[src/mem_init.hex]
// each line is one 64-bit doubleword in hex
// line n holds the word for addr[7:3] == n
8f3a1c027e55d0b4
13579bdf02468ace
fedcba9876543210
0123456789abcdef
80007fff8000ff7f
7f80807f00ff01fe
c3a5e1f00f1e5a3c
5a5aa5a5c33c3cc3
deadbeefcafef00d
0badc0de1ee7b007
ffffffff00000000
00000000ffffffff
a1b2c3d4e5f60718
91827364554637ab
6e5d4c3b2a190817
f0e1d2c3b4a59687
48c26d19f30e7ab5
b7e15162a8b3c9d0
2f4e6a8c0b1d3f57
e8d7c6b5a4938271
7ffe8001fffe0002
19283746afbecddc
c0ffee00baddecaf
3c0fa5f09e61b28d
d4c3b2a1feedface
8080808080808080
7f7f7f7f7f7f7f7f
55aa33cc0ff0e11e
9e3779b97f4a7c15
61c8864680b583eb
a076bd43e9f2c815
4b1dd00d8badf00d

[src/common/rd_pkg.sv]
package rd_pkg;

    // bus widths
    localparam int ADDR_W = 32;
    localparam int DATA_W = 64;

    // memory geometry, indexed by addr[7:3] so reads wrap
    localparam int MEM_WORDS   = 32;
    localparam int MEM_IDX_W   = $clog2(MEM_WORDS);
    localparam int MEM_LATENCY = 3;                      // accept to rsp_valid, in cycles
    localparam int LAT_CNT_W   = $clog2(MEM_LATENCY + 1);

    // fetch queue sizing
    localparam int FQ_DEPTH = 4;
    localparam int FQ_PTR_W = $clog2(FQ_DEPTH);
    localparam int FQ_CNT_W = $clog2(FQ_DEPTH + 1);     // counts 0 .. FQ_DEPTH

    // access size of a read
    typedef enum logic [1:0] {
        SZ_BYTE  = 2'd0,
        SZ_HALF  = 2'd1,
        SZ_WORD  = 2'd2,
        SZ_DWORD = 2'd3
    } rd_size_e;

    // owner of the shared read port
    typedef enum logic [1:0] {
        ARB_IDLE  = 2'd0,
        ARB_LOAD  = 2'd1,
        ARB_FETCH = 2'd2
    } arb_state_e;

    typedef struct packed {
        logic [ADDR_W-1:0] addr;
        rd_size_e          size;
    } rd_req_t;

    typedef struct packed {
        logic [DATA_W-1:0] data;
    } rd_rsp_t;

    typedef struct packed {
        logic [ADDR_W-1:0] addr;
        rd_size_e          size;
        logic              is_signed;    // sign-extend the result
    } load_cmd_t;

    typedef struct packed {
        logic [ADDR_W-1:0] pc;           // aligned doubleword address
        logic [DATA_W-1:0] data;
    } fetch_entry_t;

endpackage

[src/arbiter/rd_arbiter.sv]
`timescale 1ns/1ns

module rd_arbiter (
    input  logic            clk,
    input  logic            rst_i,

    // load side, higher priority
    input  logic            ld_req_valid_i,
    output logic            ld_req_ready_o,
    input  rd_pkg::rd_req_t ld_req_i,
    output logic            ld_rsp_valid_o,
    input  logic            ld_rsp_ready_i,
    output rd_pkg::rd_rsp_t ld_rsp_o,

    // fetch side
    input  logic            if_req_valid_i,
    output logic            if_req_ready_o,
    input  rd_pkg::rd_req_t if_req_i,
    output logic            if_rsp_valid_o,
    input  logic            if_rsp_ready_i,
    output rd_pkg::rd_rsp_t if_rsp_o,

    // shared memory port
    output logic            m_req_valid_o,
    input  logic            m_req_ready_i,
    output rd_pkg::rd_req_t m_req_o,
    input  logic            m_rsp_valid_i,
    output logic            m_rsp_ready_o,
    input  rd_pkg::rd_rsp_t m_rsp_i
);

    rd_pkg::arb_state_e state_q;
    rd_pkg::arb_state_e state_d;

    logic ld_sel;      // port owned by the load unit
    logic if_sel;      // port owned by the fetch queue
    logic rsp_fire;    // granted response taken this cycle

    assign ld_sel = (state_q == rd_pkg::ARB_LOAD);
    assign if_sel = (state_q == rd_pkg::ARB_FETCH);

    assign rsp_fire = m_rsp_valid_i && m_rsp_ready_o;

    // owner selection, one cycle in idle
    always_comb begin
        state_d = state_q;
        case (state_q)
            rd_pkg::ARB_IDLE: begin
                if (ld_req_valid_i) begin
                    state_d = rd_pkg::ARB_LOAD;     // load wins a tie
                end else if (if_req_valid_i) begin
                    state_d = rd_pkg::ARB_FETCH;
                end
            end
            rd_pkg::ARB_LOAD,
            rd_pkg::ARB_FETCH: begin
                // grant spans request and response
                if (rsp_fire) begin
                    state_d = rd_pkg::ARB_IDLE;
                end
            end
            default: state_d = rd_pkg::ARB_IDLE;
        endcase
    end

    always_ff @(posedge clk) begin
        if (rst_i) begin
            state_q <= rd_pkg::ARB_IDLE;
        end else begin
            state_q <= state_d;
        end
    end

    // request steering toward memory
    assign m_req_valid_o  = (ld_sel && ld_req_valid_i) || (if_sel && if_req_valid_i);
    assign m_req_o        = ld_sel ? ld_req_i : (if_sel ? if_req_i : '0);
    assign ld_req_ready_o = ld_sel && m_req_ready_i;
    assign if_req_ready_o = if_sel && m_req_ready_i;

    // response steering back to the owner
    assign m_rsp_ready_o  = (ld_sel && ld_rsp_ready_i) || (if_sel && if_rsp_ready_i);
    assign ld_rsp_valid_o = ld_sel && m_rsp_valid_i;
    assign if_rsp_valid_o = if_sel && m_rsp_valid_i;
    assign ld_rsp_o       = ld_sel ? m_rsp_i : '0;    // loser sees zero data
    assign if_rsp_o       = if_sel ? m_rsp_i : '0;

endmodule

[src/source/fetch_queue.sv]
`timescale 1ns/1ns

module fetch_queue (
    input  logic                         clk,
    input  logic                         rst_i,

    input  logic                         redirect_valid_i,  // one-cycle pulse
    input  logic [rd_pkg::ADDR_W-1:0]    redirect_pc_i,

    output logic                         req_valid_o,
    input  logic                         req_ready_i,
    output rd_pkg::rd_req_t              req_o,
    input  logic                         rsp_valid_i,
    output logic                         rsp_ready_o,
    input  rd_pkg::rd_rsp_t              rsp_i,

    output logic                         instr_valid_o,
    input  logic                         instr_ready_i,
    output rd_pkg::fetch_entry_t         instr_o
);

    rd_pkg::fetch_entry_t fifo_q [rd_pkg::FQ_DEPTH];

    logic [rd_pkg::FQ_PTR_W-1:0] wr_ptr_q;
    logic [rd_pkg::FQ_PTR_W-1:0] rd_ptr_q;
    logic [rd_pkg::FQ_CNT_W-1:0] cnt_q;
    logic [rd_pkg::FQ_CNT_W-1:0] occ;       // entries plus in-flight read

    logic [rd_pkg::ADDR_W-1:0]   pc_q;       // next doubleword to fetch
    logic [rd_pkg::ADDR_W-1:0]   req_addr_q; // address of the posted read

    logic active_q;   // set by the first redirect
    logic pend_q;     // request raised, not yet accepted
    logic wait_q;     // accepted, response pending
    logic stale_q;    // answer belongs to an old stream
    logic inflight;
    logic issue;
    logic req_fire;
    logic rsp_fire;
    logic push;
    logic pop;

    assign inflight = pend_q || wait_q;
    assign occ      = cnt_q + rd_pkg::FQ_CNT_W'(inflight);
    assign req_fire = req_valid_o && req_ready_i;
    assign rsp_fire = rsp_valid_i && rsp_ready_o;

    // a free slot is reserved for every read that goes out
    assign issue = active_q && !redirect_valid_i && !inflight
                   && (occ < rd_pkg::FQ_CNT_W'(rd_pkg::FQ_DEPTH));

    assign push = rsp_fire && !stale_q && !redirect_valid_i;  // stale answers dropped
    assign pop  = instr_valid_o && instr_ready_i;

    assign req_valid_o = pend_q;
    assign req_o.addr  = req_addr_q;
    assign req_o.size  = rd_pkg::SZ_DWORD;
    assign rsp_ready_o = 1'b1;     // slot already reserved

    assign instr_valid_o = (cnt_q != '0);
    assign instr_o       = fifo_q[rd_ptr_q];

    always_ff @(posedge clk) begin
        if (rst_i) begin
            active_q <= 1'b0;
            pend_q   <= 1'b0;
            wait_q   <= 1'b0;
            stale_q  <= 1'b0;
            wr_ptr_q <= '0;
            rd_ptr_q <= '0;
            cnt_q    <= '0;
        end else begin
            if (req_fire) begin
                pend_q <= 1'b0;
                wait_q <= 1'b1;
            end else if (issue) begin
                pend_q <= 1'b1;
            end
            if (rsp_fire) begin
                wait_q  <= 1'b0;
                stale_q <= 1'b0;        // outstanding read finished
            end else if (redirect_valid_i && inflight) begin
                stale_q <= 1'b1;
            end
            if (redirect_valid_i) begin
                active_q <= 1'b1;
                wr_ptr_q <= '0;         // flush queue at once
                rd_ptr_q <= '0;
                cnt_q    <= '0;
            end else begin
                if (push) wr_ptr_q <= wr_ptr_q + 1'b1;
                if (pop)  rd_ptr_q <= rd_ptr_q + 1'b1;
                cnt_q <= cnt_q + rd_pkg::FQ_CNT_W'(push) - rd_pkg::FQ_CNT_W'(pop);
            end
        end
    end

    // pc and payload
    always_ff @(posedge clk) begin
        if (redirect_valid_i) begin
            pc_q <= {redirect_pc_i[rd_pkg::ADDR_W-1:3], 3'b000};  // align down to 8
        end else if (issue) begin
            pc_q <= pc_q + rd_pkg::ADDR_W'(8);
        end
        if (issue) req_addr_q <= pc_q;
        if (push) begin
            fifo_q[wr_ptr_q].pc   <= req_addr_q;
            fifo_q[wr_ptr_q].data <= rsp_i.data;
        end
    end

endmodule

[src/source/load_unit.sv]
`timescale 1ns/1ns

module load_unit (
    input  logic                      clk,
    input  logic                      rst_i,

    input  logic                      ld_valid_i,
    output logic                      ld_ready_o,
    input  rd_pkg::load_cmd_t         ld_cmd_i,

    output logic                      req_valid_o,
    input  logic                      req_ready_i,
    output rd_pkg::rd_req_t           req_o,
    input  logic                      rsp_valid_i,
    output logic                      rsp_ready_o,
    input  rd_pkg::rd_rsp_t           rsp_i,

    output logic                      ld_done_valid_o,
    input  logic                      ld_done_ready_i,
    output logic [rd_pkg::DATA_W-1:0] ld_data_o
);

    typedef enum logic [1:0] {
        LD_IDLE = 2'd0,
        LD_REQ  = 2'd1,   // request on the port
        LD_WAIT = 2'd2,   // waiting for memory data
        LD_DONE = 2'd3    // result held until taken
    } ld_state_e;

    ld_state_e                 state_q;
    rd_pkg::load_cmd_t         cmd_q;
    logic [rd_pkg::DATA_W-1:0] data_q;
    logic [rd_pkg::DATA_W-1:0] shifted;
    logic [rd_pkg::DATA_W-1:0] ext;

    assign ld_ready_o      = (state_q == LD_IDLE);
    assign req_valid_o     = (state_q == LD_REQ);
    assign rsp_ready_o     = (state_q == LD_WAIT);
    assign ld_done_valid_o = (state_q == LD_DONE);
    assign ld_data_o       = data_q;

    assign req_o.addr = {cmd_q.addr[rd_pkg::ADDR_W-1:3], 3'b000};  // whole doubleword
    assign req_o.size = rd_pkg::SZ_DWORD;

    // byte select and extension
    always_comb begin
        shifted = rsp_i.data >> {cmd_q.addr[2:0], 3'b000};
        case (cmd_q.size)
            rd_pkg::SZ_BYTE: begin
                ext = {{56{cmd_q.is_signed && shifted[7]}}, shifted[7:0]};
            end
            rd_pkg::SZ_HALF: begin
                ext = {{48{cmd_q.is_signed && shifted[15]}}, shifted[15:0]};
            end
            rd_pkg::SZ_WORD: begin
                ext = {{32{cmd_q.is_signed && shifted[31]}}, shifted[31:0]};
            end
            default: ext = shifted;     // full dword, nothing to extend
        endcase
    end

    always_ff @(posedge clk) begin
        if (rst_i) begin
            state_q <= LD_IDLE;
        end else begin
            case (state_q)
                LD_IDLE: if (ld_valid_i)                  state_q <= LD_REQ;
                LD_REQ:  if (req_ready_i)                 state_q <= LD_WAIT;
                LD_WAIT: if (rsp_valid_i)                 state_q <= LD_DONE;
                LD_DONE: if (ld_done_ready_i)             state_q <= LD_IDLE;
                default:                                  state_q <= LD_IDLE;
            endcase
        end
    end

    // command and result
    always_ff @(posedge clk) begin
        if (ld_valid_i && ld_ready_o) begin
            cmd_q <= ld_cmd_i;
        end
        if (rsp_valid_i && rsp_ready_o) begin
            data_q <= ext;
        end
    end

endmodule

[src/source/rd_memory.sv]
`timescale 1ns/1ns

module rd_memory (
    input  logic            clk,
    input  logic            rst_i,

    input  logic            req_valid_i,
    output logic            req_ready_o,
    input  rd_pkg::rd_req_t req_i,     // size ignored, reads are whole dwords

    output logic            rsp_valid_o,
    input  logic            rsp_ready_i,
    output rd_pkg::rd_rsp_t rsp_o
);

    logic [rd_pkg::DATA_W-1:0]    mem_q [rd_pkg::MEM_WORDS];

    logic                         busy_q;
    logic [rd_pkg::LAT_CNT_W-1:0] cnt_q;    // cycles left until data
    logic [rd_pkg::MEM_IDX_W-1:0] idx_q;
    logic                         req_fire;
    logic                         rsp_fire;

    initial begin
        $readmemh("/design/src/mem_init.hex", mem_q);
    end

    assign req_ready_o = !busy_q;
    assign rsp_valid_o = busy_q && (cnt_q == '0);
    assign rsp_o.data  = mem_q[idx_q];

    assign req_fire = req_valid_i && req_ready_o;
    assign rsp_fire = rsp_valid_o && rsp_ready_i;

    always_ff @(posedge clk) begin
        if (rst_i) begin
            busy_q <= 1'b0;
            cnt_q  <= '0;
        end else if (req_fire) begin
            busy_q <= 1'b1;
            cnt_q  <= rd_pkg::LAT_CNT_W'(rd_pkg::MEM_LATENCY - 1);
        end else if (rsp_fire) begin
            busy_q <= 1'b0;
        end else if (busy_q && (cnt_q != '0)) begin
            cnt_q <= cnt_q - 1'b1;
        end
    end

    // wrap on addr[7:3]
    always_ff @(posedge clk) begin
        if (req_fire) begin
            idx_q <= req_i.addr[3 +: rd_pkg::MEM_IDX_W];
        end
    end

endmodule

[src/source/rd_subsystem.sv]
`timescale 1ns/1ns

module rd_subsystem (
    input  logic                      clk,
    input  logic                      rst_i,

    input  logic                      redirect_valid_i,
    input  logic [rd_pkg::ADDR_W-1:0] redirect_pc_i,

    output logic                      instr_valid_o,
    input  logic                      instr_ready_i,
    output rd_pkg::fetch_entry_t      instr_o,

    input  logic                      ld_valid_i,
    output logic                      ld_ready_o,
    input  rd_pkg::load_cmd_t         ld_cmd_i,
    output logic                      ld_done_valid_o,
    input  logic                      ld_done_ready_i,
    output logic [rd_pkg::DATA_W-1:0] ld_data_o
);

    // load unit to arbiter
    logic            ld_req_valid;
    logic            ld_req_ready;
    rd_pkg::rd_req_t ld_req;
    logic            ld_rsp_valid;
    logic            ld_rsp_ready;
    rd_pkg::rd_rsp_t ld_rsp;

    // fetch queue to arbiter
    logic            if_req_valid;
    logic            if_req_ready;
    rd_pkg::rd_req_t if_req;
    logic            if_rsp_valid;
    logic            if_rsp_ready;
    rd_pkg::rd_rsp_t if_rsp;

    // arbiter to memory
    logic            m_req_valid;
    logic            m_req_ready;
    rd_pkg::rd_req_t m_req;
    logic            m_rsp_valid;
    logic            m_rsp_ready;
    rd_pkg::rd_rsp_t m_rsp;

    fetch_queue i_fetch_queue (
        .clk, .rst_i, .redirect_valid_i, .redirect_pc_i,
        .req_valid_o (if_req_valid), .req_ready_i (if_req_ready), .req_o (if_req),
        .rsp_valid_i (if_rsp_valid), .rsp_ready_o (if_rsp_ready), .rsp_i (if_rsp),
        .instr_valid_o, .instr_ready_i, .instr_o
    );

    load_unit i_load_unit (
        .clk, .rst_i, .ld_valid_i, .ld_ready_o, .ld_cmd_i,
        .req_valid_o (ld_req_valid), .req_ready_i (ld_req_ready), .req_o (ld_req),
        .rsp_valid_i (ld_rsp_valid), .rsp_ready_o (ld_rsp_ready), .rsp_i (ld_rsp),
        .ld_done_valid_o, .ld_done_ready_i, .ld_data_o
    );

    rd_arbiter i_rd_arbiter (
        .clk, .rst_i,
        .ld_req_valid_i (ld_req_valid), .ld_req_ready_o (ld_req_ready), .ld_req_i (ld_req),
        .ld_rsp_valid_o (ld_rsp_valid), .ld_rsp_ready_i (ld_rsp_ready), .ld_rsp_o (ld_rsp),
        .if_req_valid_i (if_req_valid), .if_req_ready_o (if_req_ready), .if_req_i (if_req),
        .if_rsp_valid_o (if_rsp_valid), .if_rsp_ready_i (if_rsp_ready), .if_rsp_o (if_rsp),
        .m_req_valid_o  (m_req_valid),  .m_req_ready_i  (m_req_ready),  .m_req_o  (m_req),
        .m_rsp_valid_i  (m_rsp_valid),  .m_rsp_ready_o  (m_rsp_ready),  .m_rsp_i  (m_rsp)
    );

    rd_memory i_rd_memory (
        .clk, .rst_i,
        .req_valid_i (m_req_valid), .req_ready_o (m_req_ready), .req_i (m_req),
        .rsp_valid_o (m_rsp_valid), .rsp_ready_i (m_rsp_ready), .rsp_o (m_rsp)
    );

endmodule

[config.mk]
export PLATFORM = sky130hd
export DESIGN_NAME = rd_subsystem
export DESIGN_NICKNAME = d
export VERILOG_FILES = /design/src/common/rd_pkg.sv /design/src/arbiter/rd_arbiter.sv /design/src/source/fetch_queue.sv /design/src/source/load_unit.sv /design/src/source/rd_memory.sv /design/src/source/rd_subsystem.sv
export SDC_FILE = /design/constraint.sdc
export NUM_CORES = 1
export LEC_CHECK = 0
export BUFFER_PORTS_ARGS = -buffer_cell sky130_fd_sc_hd__buf_4
export CAP_MARGIN = 25
export CORE_ASPECT_RATIO = 1.25
export CORE_MARGIN = 2
export CORE_UTILIZATION = 55
export DETAILED_ROUTE_END_ITERATION = 8
export PLACE_DENSITY = 0.92
export SLEW_MARGIN = 40
export SYNTH_ARGS = -nofsm -noshare
export SYNTH_HDL_FRONTEND = slang
export SYNTH_SLANG_ARGS = --single-unit
[constraint.sdc]
create_clock -name clk -period 6.9 [get_ports clk]
set_input_delay 1.38 -clock clk [delete_from_list [all_inputs] [get_ports clk]]
set_output_delay 1.38 -clock clk [all_outputs]
set_load 0.02 [all_outputs]
==> out/summary.md <==
• initial standard-cell utilization of the core: 0.564
• fraction of layout cells with a size suffix above 1: 0.210
• CP required: 5520 ps
• sum of buffers and inverters on the critical path: 1
• total grt overflow: 0
• largest family of logic cells by synthesized area: buffers and inverters
• count of boundary I/O pins: 236
• setup TNS: 0 ps
• port bufs: 66
• number of library cell types mapped by synthesis: 43
• # diodes: 0
• largest voltage drop on the vdd net: 0.154 mV
• post-detailed-placement half-perimeter wirelength: 9520 um
• Flop pwr share: 0.530
• DR iter-0 viols: 460
• family with the most delay on the worst path: flip-flops
• period utilisation layout: 0.486
• kind of critical path: register to output pin
• leakage power: 3.53 nW
• first-pass GRT wire length: 23200 um
• core area: 15600 um^2
• Nets: 771
• largest net degree at the start of global routing: 62
• CTS H-Tree Depth: 4
• Period minus WS final: 3360 ps
• setup repair after global routing missed its margin: no
• Setup crit end kind: output pin
• crit-path cells: mux4_2, buf_4
• count of filler cells inserted in the layout: 1095
• Die Area: 17100 um^2
• count of hold buffers inserted by post-cts repair: 0
• end-of-flow core utilization: 0.618
• number of clock sinks: 194
• actual transition at the worst max-transition pin: 775 ps
• share of synthesized area spent on multiplexers: 0.0801
• worst slew margin relative to its limit: 0.483
• number of optimization iterations in the first detailed-route pass: 4
• data arrival time of the critical path: 1980 ps
• fraction of power spent switching nets: 0.251
• Synth Register Bits: 194
• worst hold slack after final layout: 490 ps
• root buf cell: sky130_fd_sc_hd__clkbuf_16
• routability-driven placement congestion ratio: 0.801
• Final Skew: 13.6 ps
• sequential area share after synthesis: 0.638
• post-synthesis xor/xnor area fraction: 0.0328
• cell area after synthesis: 8820 um^2
• Total Routed Length: 15000 um
• synthesized-area fraction occupied by ao, oa, aoi and oai cells: 0.0286
• Simple-Gate Fraction of Synth Area: 0.0684
• share of total power in the clock network: 0.377
• CTS tree: yes
• Tot GR Track Use: 0.183
• cell-internal power: 1.96 mW
• maximum clock path buffer count: 2
• area added between synthesis and finish: 9.54%
• buffer count from post-CTS setup fixing: 0
• f_max: 298 MHz
• clock transition at the registers of the reported paths: 70 ps
• slowest cell on the critical path: sky130_fd_sc_hd__dfxtp_4
• Remaining DRCs: 0
• width of the chip: 117 um
• Tot Pwr: 2.62 mW
• Hold WC Path Type: register to register
• ANT nets after route: 0
• routed wirelength normalized by instance count: 16.5 um
• Adder-Cell Fraction of Synth Area: 0.0235
• Synth warnings: 0
• Synth Area per Inst: 14.5 um^2
• insertion delay to the later sink of the worst-skew pair: 430 ps
• drt via density: 5.00
• Final Hold Vio Count: 0
• std cell rows: 51
• Die Ht: 146 um
• total of endpoints with negative setup slack in the final report: 0
• CTS buffer count: 17
• CP Launch Type: register
• longest individual stage delay on the worst path: 720 ps
• result of the run: finished clean
• switching power total: 0.656 mW
• max-capacitance violation count: 0
• number of global-route vias before repair: 4240
• power density relative to cell area: 271 nW/um^2
• number of resized instances in the post-cts repair step: 0
• cell count after synthesis: 608
• Pins Over Slew Limit: 0
• initial antenna violation count: 0
• largest fanout on the critical path: 29
• routed vias: 4533
• share of power burned in combinational logic: 0.093
[flip-flops by register name, indices dropped and copies added (netlist names), 2 cells and up, named ones only]
name,cells
i_rd_arbiter.state_q,2
i_fetch_queue.req_addr_q,29
i_fetch_queue.rd_ptr_q,2
i_fetch_queue.cnt_q,3
i_rd_memory.cnt_q,2
i_load_unit.state_q,2
i_fetch_queue.wr_ptr_q,2
i_fetch_queue.fifo_q,116
i_fetch_queue.pc_q,29
[final timing paths]
check                               start                     endpoint  slack (ps)  cells after the start
setup / recovery                 register                  instr_o[67]        3540                      2
hold / removal     i_fetch_queue.active_q       i_fetch_queue.active_q         490                      2
setup reg to reg  i_rd_arbiter.state_q[0]  i_fetch_queue.fifo_q[3][94]        4320                      6
hold reg to reg    i_fetch_queue.active_q       i_fetch_queue.active_q         490                      2
[area by class of cell]
type	count	area, um^2	area share
sequential	194	5630	0.582
multi-input combinational	376	2550	0.264
timing repair buffer	71	533	0.0552
clock buffer	17	425	0.0440
tap	212	265	0.0274
clock inverter	15	176	0.0183
inverter	22	82.6	0.00854
[synthesized netlist by cell type (all sizes together)]
master / n / area (um^2)
ha: 15 / 188
nand2b: 4 / 25.0
o21ai: 31 / 155
nor3b: 1 / 7.51
nand2: 40 / 150
dfxtp: 20 / 400
conb: 1 / 3.75
clkbuf: 10 / 37.5
a22oi: 1 / 7.51
fa: 1 / 20.0
xor2: 13 / 114
and4: 2 / 17.5
a21oi: 8 / 40.0
a311oi: 2 / 17.5
nand4: 9 / 71.3
edfxtp: 174 / 5230
nor2: 22 / 82.6
inv: 22 / 82.6
nand3: 9 / 45.0
mux2i: 2 / 20.0
o221ai: 1 / 8.76
or2: 3 / 18.8
a32oi: 1 / 8.76
and3: 5 / 31.3
or3: 2 / 12.5
o21a: 1 / 7.51
mux2: 3 / 33.8
a211oi: 1 / 7.51
nor4: 4 / 52.6
and2: 9 / 57.6
buf: 136 / 1010
xnor2: 20 / 175
nor2b: 1 / 6.26
mux4: 29 / 653
nor3: 5 / 25.0
[cells in the final DEF, fill, tap and decap left out, types with 3 or more instances in the layout]
cell type                   instances
sky130_fd_sc_hd__a21oi_1            8
sky130_fd_sc_hd__and2_1             7
sky130_fd_sc_hd__and3_1             5
sky130_fd_sc_hd__buf_4             71
sky130_fd_sc_hd__clkbuf_16         17
sky130_fd_sc_hd__clkinv_4           4
sky130_fd_sc_hd__conb_1           131
sky130_fd_sc_hd__dfxtp_1           19
sky130_fd_sc_hd__edfxtp_1         174
sky130_fd_sc_hd__ha_1              15
sky130_fd_sc_hd__inv_1             21
sky130_fd_sc_hd__mux2_2             3
sky130_fd_sc_hd__mux4_2            29
sky130_fd_sc_hd__nand2_1           40
sky130_fd_sc_hd__nand2b_1           4
sky130_fd_sc_hd__nand3_1            9
sky130_fd_sc_hd__nand4_1            8
sky130_fd_sc_hd__nor2_1            22
sky130_fd_sc_hd__nor3_1             5
sky130_fd_sc_hd__o21ai_0           24
sky130_fd_sc_hd__o21ai_1            7
sky130_fd_sc_hd__or2_2              3
sky130_fd_sc_hd__xnor2_1           20
sky130_fd_sc_hd__xor2_1            13
[cells by family after synthesis]
| group | Yosys count |
|---|---|
| xor+xnor | 33 |
| fa+ha+maj | 16 |
| buf+inv | 168 |
| simple gates | 116 |
| compound gates | 46 |
| flops | 194 |
| mux | 34 |
| other cells | 1 |
[power groups by stage]
stage	clock network (mW)	registers, mW	logic, mW
6_report	0.987	1.39	0.243
3_3_place_gp	0	1.41	0.233
2_1_floorplan	0	1.40	0.251
5_1_grt	1.04	1.40	0.270
3_5_place_dp	0	1.41	0.240
4_1_cts	0.995	1.39	0.242
[tightest hold or removal path, delay by kind of cell, from the launching register on]
kind             cells  cell delay, ps
and+or+nand+nor      2             120
DFF                  1             340
[metal layers]
metal | global-route usage | vias up | routed length (um)
met5 | 0 | - | 0
met4 | 0.0953 | 0 | 494
met3 | 0.0421 | 35 | 1080
met2 | 0.293 | 221 | 7630
met1 | 0.232 | 2198 | 5780
li1 | - | 2079 | -
[stage by stage]
stage	instance area (um^2)	std cells	worst slack, ps
after floorplan	9310	738	4000
after global placement	9060	875	3580
after detailed placement	9060	875	3760
after CTS	9660	907	3480
after global routing	9660	907	3430
final	9660	907	3540
Power figures use the tool's default switching activity.
